`src/common/cache_pkg.sv`:
```
`default_nettype none

// shared types for the direct mapped read-only cache
package cache_pkg;

	// address split: tag | set index | word select | byte bit
	localparam int ADDR_W = 16;
	localparam int DATA_W = 16;
	localparam int TAG_W = 9;
	localparam int INDEX_W = 3;
	localparam int WSEL_W = 3;
	localparam int COUNT_W = 4;

	// geometry
	localparam int NUM_SETS = 8;
	localparam int WORDS_PER_BLOCK = 8;

	// widths that carry a meaning
	typedef logic [ADDR_W-1:0] addr_t;
	typedef logic [DATA_W-1:0] word_t;
	typedef logic [TAG_W-1:0] tag_t;
	typedef logic [INDEX_W-1:0] index_t;
	typedef logic [WSEL_W-1:0] word_sel_t;
	// fill counter, reaches WORDS_PER_BLOCK when a block is complete
	typedef logic [COUNT_W-1:0] count_t;

	// fill machine states
	typedef enum logic {
		FILL_IDLE = 1'b0,
		FILL_BUSY = 1'b1
	} fill_state_t;

	// processor read request, held while stall is high
	typedef struct packed {
		logic valid;
		addr_t addr;
	} cpu_req_t;

	// tag and valid bit update, one per completed fill
	typedef struct packed {
		logic en;
		index_t index;
		tag_t tag;
	} tag_write_t;

	// one word landing in the data array
	typedef struct packed {
		logic en;
		index_t index;
		word_sel_t word;
		word_t data;
	} fill_write_t;

	// memory read request, transfers when read and mem_ready are both high
	typedef struct packed {
		logic read;
		addr_t addr;
	} mem_req_t;

endpackage

`default_nettype wire

```
`src/cache/cache_lookup.sv`:
```
`timescale 1ns/100ps
`default_nettype none

// address decode plus the tag/valid arrays that decide hit or miss
module cache_lookup import cache_pkg::*; (
	input wire logic clk,
	input wire logic rst,
	// request from the processor
	input wire cpu_req_t req,
	// tag update from the fill machine
	input wire tag_write_t tag_wr,
	output logic hit,
	output logic miss_detected,
	// decoded address fields
	output index_t req_index,
	output word_sel_t req_word,
	output tag_t req_tag
);

	// one tag and one valid bit per set
	tag_t tag_q [NUM_SETS];
	logic [NUM_SETS-1:0] valid_q;

	// tag comparison result for the addressed set
	logic tag_match;
	logic set_valid;

	// byte bit 0 is ignored since loads are word sized
	assign req_tag = req.addr[ADDR_W-1 -: TAG_W];
	assign req_index = req.addr[WSEL_W+1 +: INDEX_W];
	assign req_word = req.addr[1 +: WSEL_W];

	// look up the addressed set
	assign set_valid = valid_q[req_index];
	assign tag_match = (tag_q[req_index] == req_tag);

	// hit needs a valid request on a valid set with matching tag
	assign hit = req.valid && set_valid && tag_match;

	// a miss is combinational so stall rises in the same cycle
	assign miss_detected = req.valid && !hit;

	// valid bits are all cleared by reset
	always_ff @(posedge clk) begin
		if (rst) begin
			valid_q <= '0;
		end else if (tag_wr.en) begin
			// set becomes valid once its whole block has landed
			valid_q[tag_wr.index] <= 1'b1;
		end
	end

	// tag storage
	always_ff @(posedge clk) begin
		if (tag_wr.en) begin
			tag_q[tag_wr.index] <= tag_wr.tag;
		end
	end

endmodule

`default_nettype wire

```
`src/cache/cache_fill_fsm.sv`:
```
`timescale 1ns/100ps
`default_nettype none

// miss handling machine
// issues the eight word reads of a block back to back and
// collects the returns in order with a separate counter
module cache_fill_fsm import cache_pkg::*; (
	input wire logic clk,
	input wire logic rst,
	// from the lookup
	input wire logic miss_detected,
	input wire tag_t req_tag,
	input wire index_t req_index,
	// memory side
	input wire logic mem_ready,
	input wire word_t mem_data,
	input wire logic mem_data_valid,
	// busy doubles as the pipeline stall
	output logic busy,
	output mem_req_t mem_req,
	output fill_write_t fill_wr,
	output tag_write_t tag_wr
);

	fill_state_t state, next_state;

	// requests accepted by memory so far
	count_t issue_cnt;
	// words returned so far
	count_t ret_cnt;

	// block being filled, captured when the miss is taken
	tag_t fill_tag;
	index_t fill_index;

	logic issue_done;
	logic ret_done;
	logic issue_fire;
	logic start;

	assign busy = (state == FILL_BUSY);
	assign start = (state == FILL_IDLE) && miss_detected;

	assign issue_done = (issue_cnt == count_t'(WORDS_PER_BLOCK));
	assign ret_done = (ret_cnt == count_t'(WORDS_PER_BLOCK));

	// keep asking until eight reads have been accepted
	assign mem_req.read = busy && !issue_done;
	assign mem_req.addr = {fill_tag, fill_index, issue_cnt[WSEL_W-1:0], 1'b0};
	assign issue_fire = mem_req.read && mem_ready;

	// returns come back in issue order, so the return count is the word select
	assign fill_wr.en = busy && mem_data_valid && !ret_done;
	assign fill_wr.index = fill_index;
	assign fill_wr.word = ret_cnt[WSEL_W-1:0];
	assign fill_wr.data = mem_data;

	// tag and valid go in the cycle after the eighth word landed
	assign tag_wr.en = busy && ret_done;
	assign tag_wr.index = fill_index;
	assign tag_wr.tag = fill_tag;

	always_comb begin
		next_state = state;
		case (state)
			FILL_IDLE: if (miss_detected) next_state = FILL_BUSY;
			FILL_BUSY: if (ret_done) next_state = FILL_IDLE;
			default: next_state = FILL_IDLE;
		endcase
	end

	always_ff @(posedge clk) begin
		if (rst) begin
			state <= FILL_IDLE;
			issue_cnt <= '0;
			ret_cnt <= '0;
		end else begin
			state <= next_state;
			if (start) begin
				// fresh block, both counters restart
				issue_cnt <= '0;
				ret_cnt <= '0;
			end else begin
				// mem_ready low simply holds the issue count
				if (issue_fire) issue_cnt <= issue_cnt + 1'b1;
				if (fill_wr.en) ret_cnt <= ret_cnt + 1'b1;
			end
		end
	end

	// latch the missing block on the way into FILL_BUSY
	always_ff @(posedge clk) begin
		if (start) begin
			fill_tag <= req_tag;
			fill_index <= req_index;
		end
	end

endmodule

`default_nettype wire

```
`src/cache/cache_data_array.sv`:
```
`timescale 1ns/100ps
`default_nettype none

// block storage, sets by words
// filled one word at a time, read with a registered output
module cache_data_array import cache_pkg::*; (
	input wire logic clk,
	// write port from the fill machine
	input wire fill_write_t fill_wr,
	// read port, enabled by a hit
	input wire logic rd_en,
	input wire index_t rd_index,
	input wire word_sel_t rd_word,
	output word_t rdata,
	output logic rdata_valid,
	input wire logic rst
);

	// 64 words in total
	word_t mem [NUM_SETS][WORDS_PER_BLOCK];

	// fill write
	always_ff @(posedge clk) begin
		if (fill_wr.en) begin
			mem[fill_wr.index][fill_wr.word] <= fill_wr.data;
		end
	end

	// read data register, only loads on a hit
	// so rdata holds its last value otherwise
	always_ff @(posedge clk) begin
		if (rd_en) begin
			rdata <= mem[rd_index][rd_word];
		end
	end

	// valid strobe follows rd_en by one cycle
	always_ff @(posedge clk) begin
		if (rst) begin
			rdata_valid <= 1'b0;
		end else begin
			rdata_valid <= rd_en;
		end
	end

endmodule

`default_nettype wire

```
`src/hdl/cache_top.sv`:
```
`timescale 1ns/100ps
`default_nettype none

// read-only direct mapped cache
// lookup decides hit or miss, the fill machine services misses,
// the data array delivers the word
module cache_top import cache_pkg::*; (
	input wire logic clk,
	input wire logic rst,
	// processor port
	input wire cpu_req_t req,
	output logic stall,
	output word_t rdata,
	output logic rdata_valid,
	// memory port
	output mem_req_t mem_req,
	input wire logic mem_ready,
	input wire word_t mem_data,
	input wire logic mem_data_valid
);

	// lookup results
	logic hit;
	logic miss_detected;
	index_t req_index;
	word_sel_t req_word;
	tag_t req_tag;

	// fill machine outputs
	logic busy;
	fill_write_t fill_wr;
	tag_write_t tag_wr;

	// processor holds its request while this is high
	assign stall = miss_detected | busy;

	cache_lookup u_lookup (
		.clk (clk),
		.rst (rst),
		.req (req),
		.tag_wr (tag_wr),
		.hit (hit),
		.miss_detected (miss_detected),
		.req_index (req_index),
		.req_word (req_word),
		.req_tag (req_tag)
	);

	cache_fill_fsm u_fill (
		.clk (clk),
		.rst (rst),
		.miss_detected (miss_detected),
		.req_tag (req_tag),
		.req_index (req_index),
		.mem_ready (mem_ready),
		.mem_data (mem_data),
		.mem_data_valid (mem_data_valid),
		.busy (busy),
		.mem_req (mem_req),
		.fill_wr (fill_wr),
		.tag_wr (tag_wr)
	);

	// hit is the read enable, word comes out one cycle later
	cache_data_array u_data (
		.clk (clk),
		.fill_wr (fill_wr),
		.rd_en (hit),
		.rd_index (req_index),
		.rd_word (req_word),
		.rdata (rdata),
		.rdata_valid (rdata_valid),
		.rst (rst)
	);

endmodule

`default_nettype wire

```
`config.mk`:
```
export PLATFORM = sky130hd
export DESIGN_NAME = cache_top
export DESIGN_NICKNAME = d
export VERILOG_FILES = /design/src/common/cache_pkg.sv /design/src/cache/cache_lookup.sv /design/src/cache/cache_fill_fsm.sv /design/src/cache/cache_data_array.sv /design/src/hdl/cache_top.sv
export SDC_FILE = /design/constraint.sdc
export NUM_CORES = 1
export LEC_CHECK = 0
export BUFFER_PORTS_ARGS = -buffer_cell sky130_fd_sc_hd__buf_2
export CAP_MARGIN = 40
export CELL_PAD_IN_SITES_DETAIL_PLACEMENT = 1
export CELL_PAD_IN_SITES_GLOBAL_PLACEMENT = 1
export CORE_MARGIN = 3
export CORE_UTILIZATION = 53
export CTS_BUF_LIST = sky130_fd_sc_hd__clkbuf_4
export CTS_CLUSTER_SIZE = 14
export DETAILED_ROUTE_END_ITERATION = 10
export PLACE_DENSITY_LB_ADDON = 0.1
export SLEW_MARGIN = 20
export SYNTH_ARGS = -nofsm -noshare
export SYNTH_HDL_FRONTEND = slang
export SYNTH_SLANG_ARGS = --single-unit
```
`constraint.sdc`:
```
create_clock -name clk -period 3.05 [get_ports clk]
set_input_delay 0.305 -clock clk [delete_from_list [all_inputs] [get_ports clk]]
set_output_delay 0.305 -clock clk [all_outputs]
set_load 0.02 [all_outputs]
```
Word level (Yosys, flattened, before mapping)
Memory sizes are Yosys's and may differ from the RTL's.
Index checks and enable logic that the tools add are counted.
{"block": "word_totals", "ff_bits": 46, "mem_bits_rw": 1096, "input_bits": 37, "output_inout_bits": 35, "wordCells": 57, "memories": 2}
{"block": "classes", "addsub": 2, "order_cmp": 6, "n_eq_ne": 3, "mux": 16, "n_bitwise": 5, "n_reduce_logical": 15}
{"name": "u_data.mem", "words": 8, "width": 128, "read_ports": 1, "rd_clocked_by_memory_dff": 0, "wr": 1, "line": "cache_data_array.sv:20", "rtl": "word_t mem [NUM_SETS][WORDS_PER_BLOCK];"}
{"name": "u_lookup.tag_q", "words": 8, "width": 9, "read_ports": 1, "rd_clocked_by_memory_dff": 0, "wr": 1, "line": "cache_lookup.sv:21", "rtl": "tag_t tag_q [NUM_SETS];"}
{"op": "$mux 128", "count": 1}
{"op": "$bmux 16 s3", "count": 1}
{"op": "$demux 16 s3", "count": 1}
{"op": "$mux 16", "count": 3}
{"op": "$logic_and 1x1->1", "count": 11}
{"op": "$eq 9x9->1", "count": 1}
{"op": "$add 4x1->4 const B", "count": 2}
{"op": "$eq 4x4->1 const B", "count": 2}
{"op": "$ge 4x4->1 const B", "count": 2}
{"op": "$lt 3x4->1 const B", "count": 2}
{"op": "$not 3->4", "count": 2}
{"op": "$or 8x8->8", "count": 1}
{"op": "$mux 1", "count": 7}
{"op": "$lt 4x1->1 const B", "count": 1}
{"op": "$bmux 1 s3", "count": 1}
{"op": "$demux 1 s3", "count": 1}
{"op": "$ge 3x1->1 const B", "count": 1}
{"op": "$logic_not 1->1", "count": 3}
{"op": "$pmux 1 s2", "count": 1}
{"op": "$reduce_or 2->1", "count": 1}
{"op": "$not 1->1", "count": 1}
{"op": "$or 1x1->1", "count": 1}

Logic depth before layout (Yosys ltp)
{"block": "depth", "word_depth": 8, "depth_mapped": 9}

Hierarchy
From an unflattened synthesis, not the netlist that was laid out.
{"block": "hier_totals", "hier_cells": 2050, "hier_area_um2": 44368.8}
{"mod": "cache_data_array", "n_inst": 1, "cells_per_inst": 1747, "area_per_inst_um2": 39859.5}
{"mod": "cache_lookup", "n_inst": 1, "cells_per_inst": 190, "area_per_inst_um2": 3318.2}
{"mod": "cache_fill_fsm", "n_inst": 1, "cells_per_inst": 112, "area_per_inst_um2": 1184.9}
{"mod": "cache_top", "n_inst": 1, "cells_per_inst": 1, "area_per_inst_um2": 6.3}

Worst setup path after synthesis
No wires, ideal clock.
{"block": "synth_timing", "path_kind": "input -> register", "from": "in req[4] in the netlist's numbering", "to": "reg u_fill.fill_index[0] (enable)", "setup_ns": 0.404, "arrival_ns": 2.790, "required_time_ns": 2.646, "path_slack_ns": -0.144, "path_stages": 7, "path_buffers": 3, "path_cell_list": "buf_6 > buf_2 > buf_2 > mux4_2 > mux2i_1 > xor2_1 > a311oi_1"}
{"block": "synth_between", "elab_chain_cells": 7}
{"element": "from (decl)", "line": "cache_top.sv:11", "rtl": "input wire cpu_req_t req,"}
{"element": "branches (longest 3 deep; another with $mem_v2 8x9)"}
{"element": "$logic_and 1x1->1 *", "line": "cache_lookup.sv:38", "rtl": "assign hit = req.valid && set_valid && tag_match;"}
{"element": "$logic_not 1->1 *", "line": "cache_lookup.sv:41", "rtl": "assign miss_detected = req.valid && !hit;"}
{"element": "$logic_and 1x1->1 *", "line": "cache_lookup.sv:41"}
{"element": "$logic_and 1x1->1 *", "line": "cache_fill_fsm.sv:42", "rtl": "assign start = (state == FILL_IDLE) && miss_detected;"}
{"element": "net u_fill.start", "line": "cache_fill_fsm.sv:39", "rtl": "logic start;"}
{"element": "to (signal assigned)", "line": "cache_fill_fsm.sv:95", "rtl": "fill_index <= req_index;"}
{"element": "to (decl)", "line": "cache_fill_fsm.sv:34", "rtl": "index_t fill_index;"}
Mark *: on every way through the listed nets, which the timed path passes. The select of a mux whose other input is x is not followed.
A chain may end at the register's enable or synchronous reset.

Worst setup path in the final report
{"block": "layout_timing", "from": "mem u_lookup.tag_q[4][5] in the netlist's numbering", "to": "out stall"}
{"block": "layout_between", "elab_chain_cells": 6}
{"element": "from (decl)", "line": "cache_lookup.sv:21"}
{"element": "$mem_v2 8x9"}
{"element": "$eq 9x9->1", "line": "cache_lookup.sv:35", "rtl": "assign tag_match = (tag_q[req_index] == req_tag);"}
{"element": "$logic_and 1x1->1", "line": "cache_lookup.sv:38"}
{"element": "$logic_not 1->1", "line": "cache_lookup.sv:41"}
{"element": "$logic_and 1x1->1", "line": "cache_lookup.sv:41"}
{"element": "$or 1x1->1", "line": "cache_top.sv:35", "rtl": "assign stall = miss_detected | busy;"}
{"element": "to (decl)", "line": "cache_top.sv:12", "rtl": "output logic stall,"}
No other way between the ends.

==> flow_metrics.py <==
metrics = {
    "status": {
        "status": "finished with violations",
        "violations": "negative setup slack",
    },
    "worst_setup_path": {
        "slowest_delay_ns": 0.48,
        "crit_fanout": 4,
        "cpMostUsedCell": "buf_4",
        "slowest_stage": "mux4_2",
        "cp.arrival_ns": 3.23,
        "cp_cell_sequence": "mux4_2 > mux2i_2 > xnor2_1 > a2111oi_2 > buf_4 > and3b_2 > a21oi_2 > buf_4",
        "required_ns": 2.74,
        "critPathKind": "reg -> out",
        "worstSetupEndpointType": "output port",
        "worstSetupStartpointType": "flop",
    },
    "synth": {
        "yosysMostFrequentCell": "edfxtp_1",
        "synth_nets": 1878,
        "ys_top_cells_by_area": "edfxtp_1 77%, mux4_2 18%, nor2_1 0.85%",
        "synth_largest_area_cell": "edfxtp_1",
        "syn_inst": 1837,
        "ys_seq_area_share_pct": 77.7,
        "ys_ff_latch": 1142,
        "ys_types": 45,
        "synth.top_cell.area_share_pct": 76.9,
        "syn_area_um2": 43900,
        "syn_avg_cell_area_um2": 23.9,
        "async_reset_ff_share_pct": 0,
        "synth_edf_count": 1124,
        "synth_common_cells": "1124 x edfxtp_1, 344 x mux4_2, 99 x nor2_1, 49 x buf_2, 27 x clkbuf_1",
        "synth-main-ff-cell": "edfxtp_1",
        "ys_warn_count": 0,
    },
    "hold_path": {
        "hp-class": "in -> reg",
    },
    "clocking": {
        "cts-root-buf": "clkbuf_4",
        "htreeDepth": 5,
        "cts.sinks": 1142,
        "clockBufferDepth": 4,
        "numCtsBuffers": 310,
        "cts_tree": "built",
        "clk_latency_ns": 1.14,
        "clkTransAtPathRegs_ns": 0.07,
    },
    "route": {
        "detail-route-antenna-nets": 0,
        "drc": 0,
        "vias": 21700,
        "viasPerCell": 6.07,
        "wire_per_inst_um": 30.7,
        "drt_pre_antenna_iters": 5,
        "drt_iter0_drc": 2243,
        "wirelength_um": 110000,
    },
    "cells_and_area": {
        "drive_gt1_share_pct": 43.9,
        "synthToLayoutAreaGrowth_pct": 17.8,
        "regArea_um2": 34100,
        "finalNonFillerCells": 3569,
        "n_fill_cell": 6596,
        "multi_input_area_um2": 9340,
        "fin_util_pct": 63.6,
        "final_cell_area_um2": 51700,
        "final_nets": 2367,
    },
    "timing": {
        "setup_tns_ns": -0.488,
        "fin_skew_ns": 0.0855,
        "min_period_ns": 3.54,
        "clock.fmax_mhz": 283,
        "worst_slack_ns": -0.488,
        "rsz0062_at_grt": "yes",
        "slew_violations": 0,
        "hold_viol": 0,
        "relSlewSlack_pct": 45.5,
        "fin_crit_sh_pct": 116,
        "hold_slack_ns": 0.187,
        "setup_violations": 1,
        "worst_pin_slew_ns": 0.817,
    },
    "floorplanning": {
        "dieArea_um2": 86300,
        "start_util_pct": 54.0,
        "fp.dieH_um": 294,
        "die_w_um": 294,
        "placementRows": 104,
        "io_pins": 72,
        "core_area_um2": 81300,
    },
    "power": {
        "leakagePower_nw": 16.8,
        "power_mw": 32.0,
        "vdd_drop_max_mv": 0.307,
        "power.density_nw_per_um2": 618,
    },
    "placed_design": {
        "dp_slack_ns": 0.0800,
        "gp_congestion": 0.765,
        "placement.cell_area_um2": 47400,
        "port_buffers": 69,
        "hpwl_um": 65400,
        "dp.cells": 3020,
    },
    "global_routing": {
        "grt_max_degree": 61,
        "overflow": 0,
        "grtUsageTotal_pct": 26.4,
        "grt_pass1_wl_um": 161000,
        "antenna_found_initial": 8,
        "grt_pass1_vias": 24200,
    },
    "job": {
        "max_cap_viol_count": 0,
    },
}
==> timing repair <==
item / CTS / global route
gates cloned: 0 / 0
buffers inserted: 2 / 2
pin swaps: 2 / 2
gates resized for setup: 9 / 3
endpoints found under the setup margin: 1 / 4
endpoints found under the hold margin: 1077 / 0
hold buffers: 49 / 0
==> power breakdown <==
group          internal [mW]  switching (mW)  total, mW
combinational          0.757           0.929       1.69
sequential              17.3          0.0297       17.3
clock                   7.03            5.97       13.0
total                   25.1            6.93       32.0
==> per-layer routing <==
layer  global-route usage (%)  share of wire (%)
met1                     35.9                 40
met2                     42.8                 50
met3                     6.21                6.9
met4                     9.03                2.4
met5                        0              0.012
==> final timing paths <==
path / from / end / slack, ns / depth (start not counted)
setup / recovery: u_lookup.tag_q[4][5]$_DFFE_PP_ / stall / -0.49 / 8
hold / removal: req[5] / u_data.rdata_valid$_SDFF_PP0_ / 0.19 / 6
setup reg to reg: u_lookup.tag_q[1][6]$_DFFE_PP_ / u_fill.issue_cnt[3]$_SDFFE_PP0P_ / 0.14 / 9
hold reg to reg: u_lookup.valid_q[6]$_SDFFE_PP0P_ / u_lookup.valid_q[6]$_SDFFE_PP0P_ / 0.48 / 2
==> cell type report <==
cell class | instances | area share [%]
inverters | 6 | 0.0436
clock inverters | 60 | 0.808
repair buffers | 286 | 6.27
multi-input cells | 580 | 18.1
flip-flops and latches | 1142 | 66.0
diodes | 4 | 0.0194
well taps | 1060 | 2.56
clock buffers | 431 | 6.26
==> registers in the layout, indices dropped and copies added, names as in the netlist <==
| register | cells |
|---|---|
| u_data.mem | 1024 |
| u_data.rdata | 16 |
| u_fill.busy | 1 |
| u_data.rdata_valid | 1 |
| u_fill.issue_cnt | 4 |
| u_fill.ret_cnt | 4 |
| u_fill.fill_tag | 9 |
| u_lookup.tag_q | 72 |
| u_fill.fill_index | 3 |
| u_lookup.valid_q | 8 |
==> worst max-delay path, delay by kind of cell (launching register included) <==
| kind | cells | cell delay, ns |
|---|---|---|
| DFF | 1 | 0.41 |
| AOI/OAI and AO/OA | 2 | 0.38 |
| xor gates and xnor gates | 1 | 0.10 |
| and+or+nand+nor | 1 | 0.21 |
| muxes | 2 | 0.67 |
| buffers and inverters | 2 | 0.37 |
==> kinds of logic after synthesis <==
family / count (synthesis) / share of synthesized area [%]
compound gates: 37 / 0.616
xor+xnor: 12 / 0.240
simple gates: 153 / 1.57
buf+inv: 115 / 1.35
mux: 373 / 18.4
flops: 1142 / 77.7
fa+ha+maj: 4 / 0.114
other cells: 1 / 0.00855
==> placed cells by master (no fill, tap or decap), drive strengths merged, types with 17 or more instances in the layout <==
master and instances:
buf 237, clkbuf 431, clkinv 46, dfxtp 18
dlygate4sd3 49, edfxtp 1124, mux2i 17, mux4 344
nor2 99
Power figures use the tool's default switching activity.
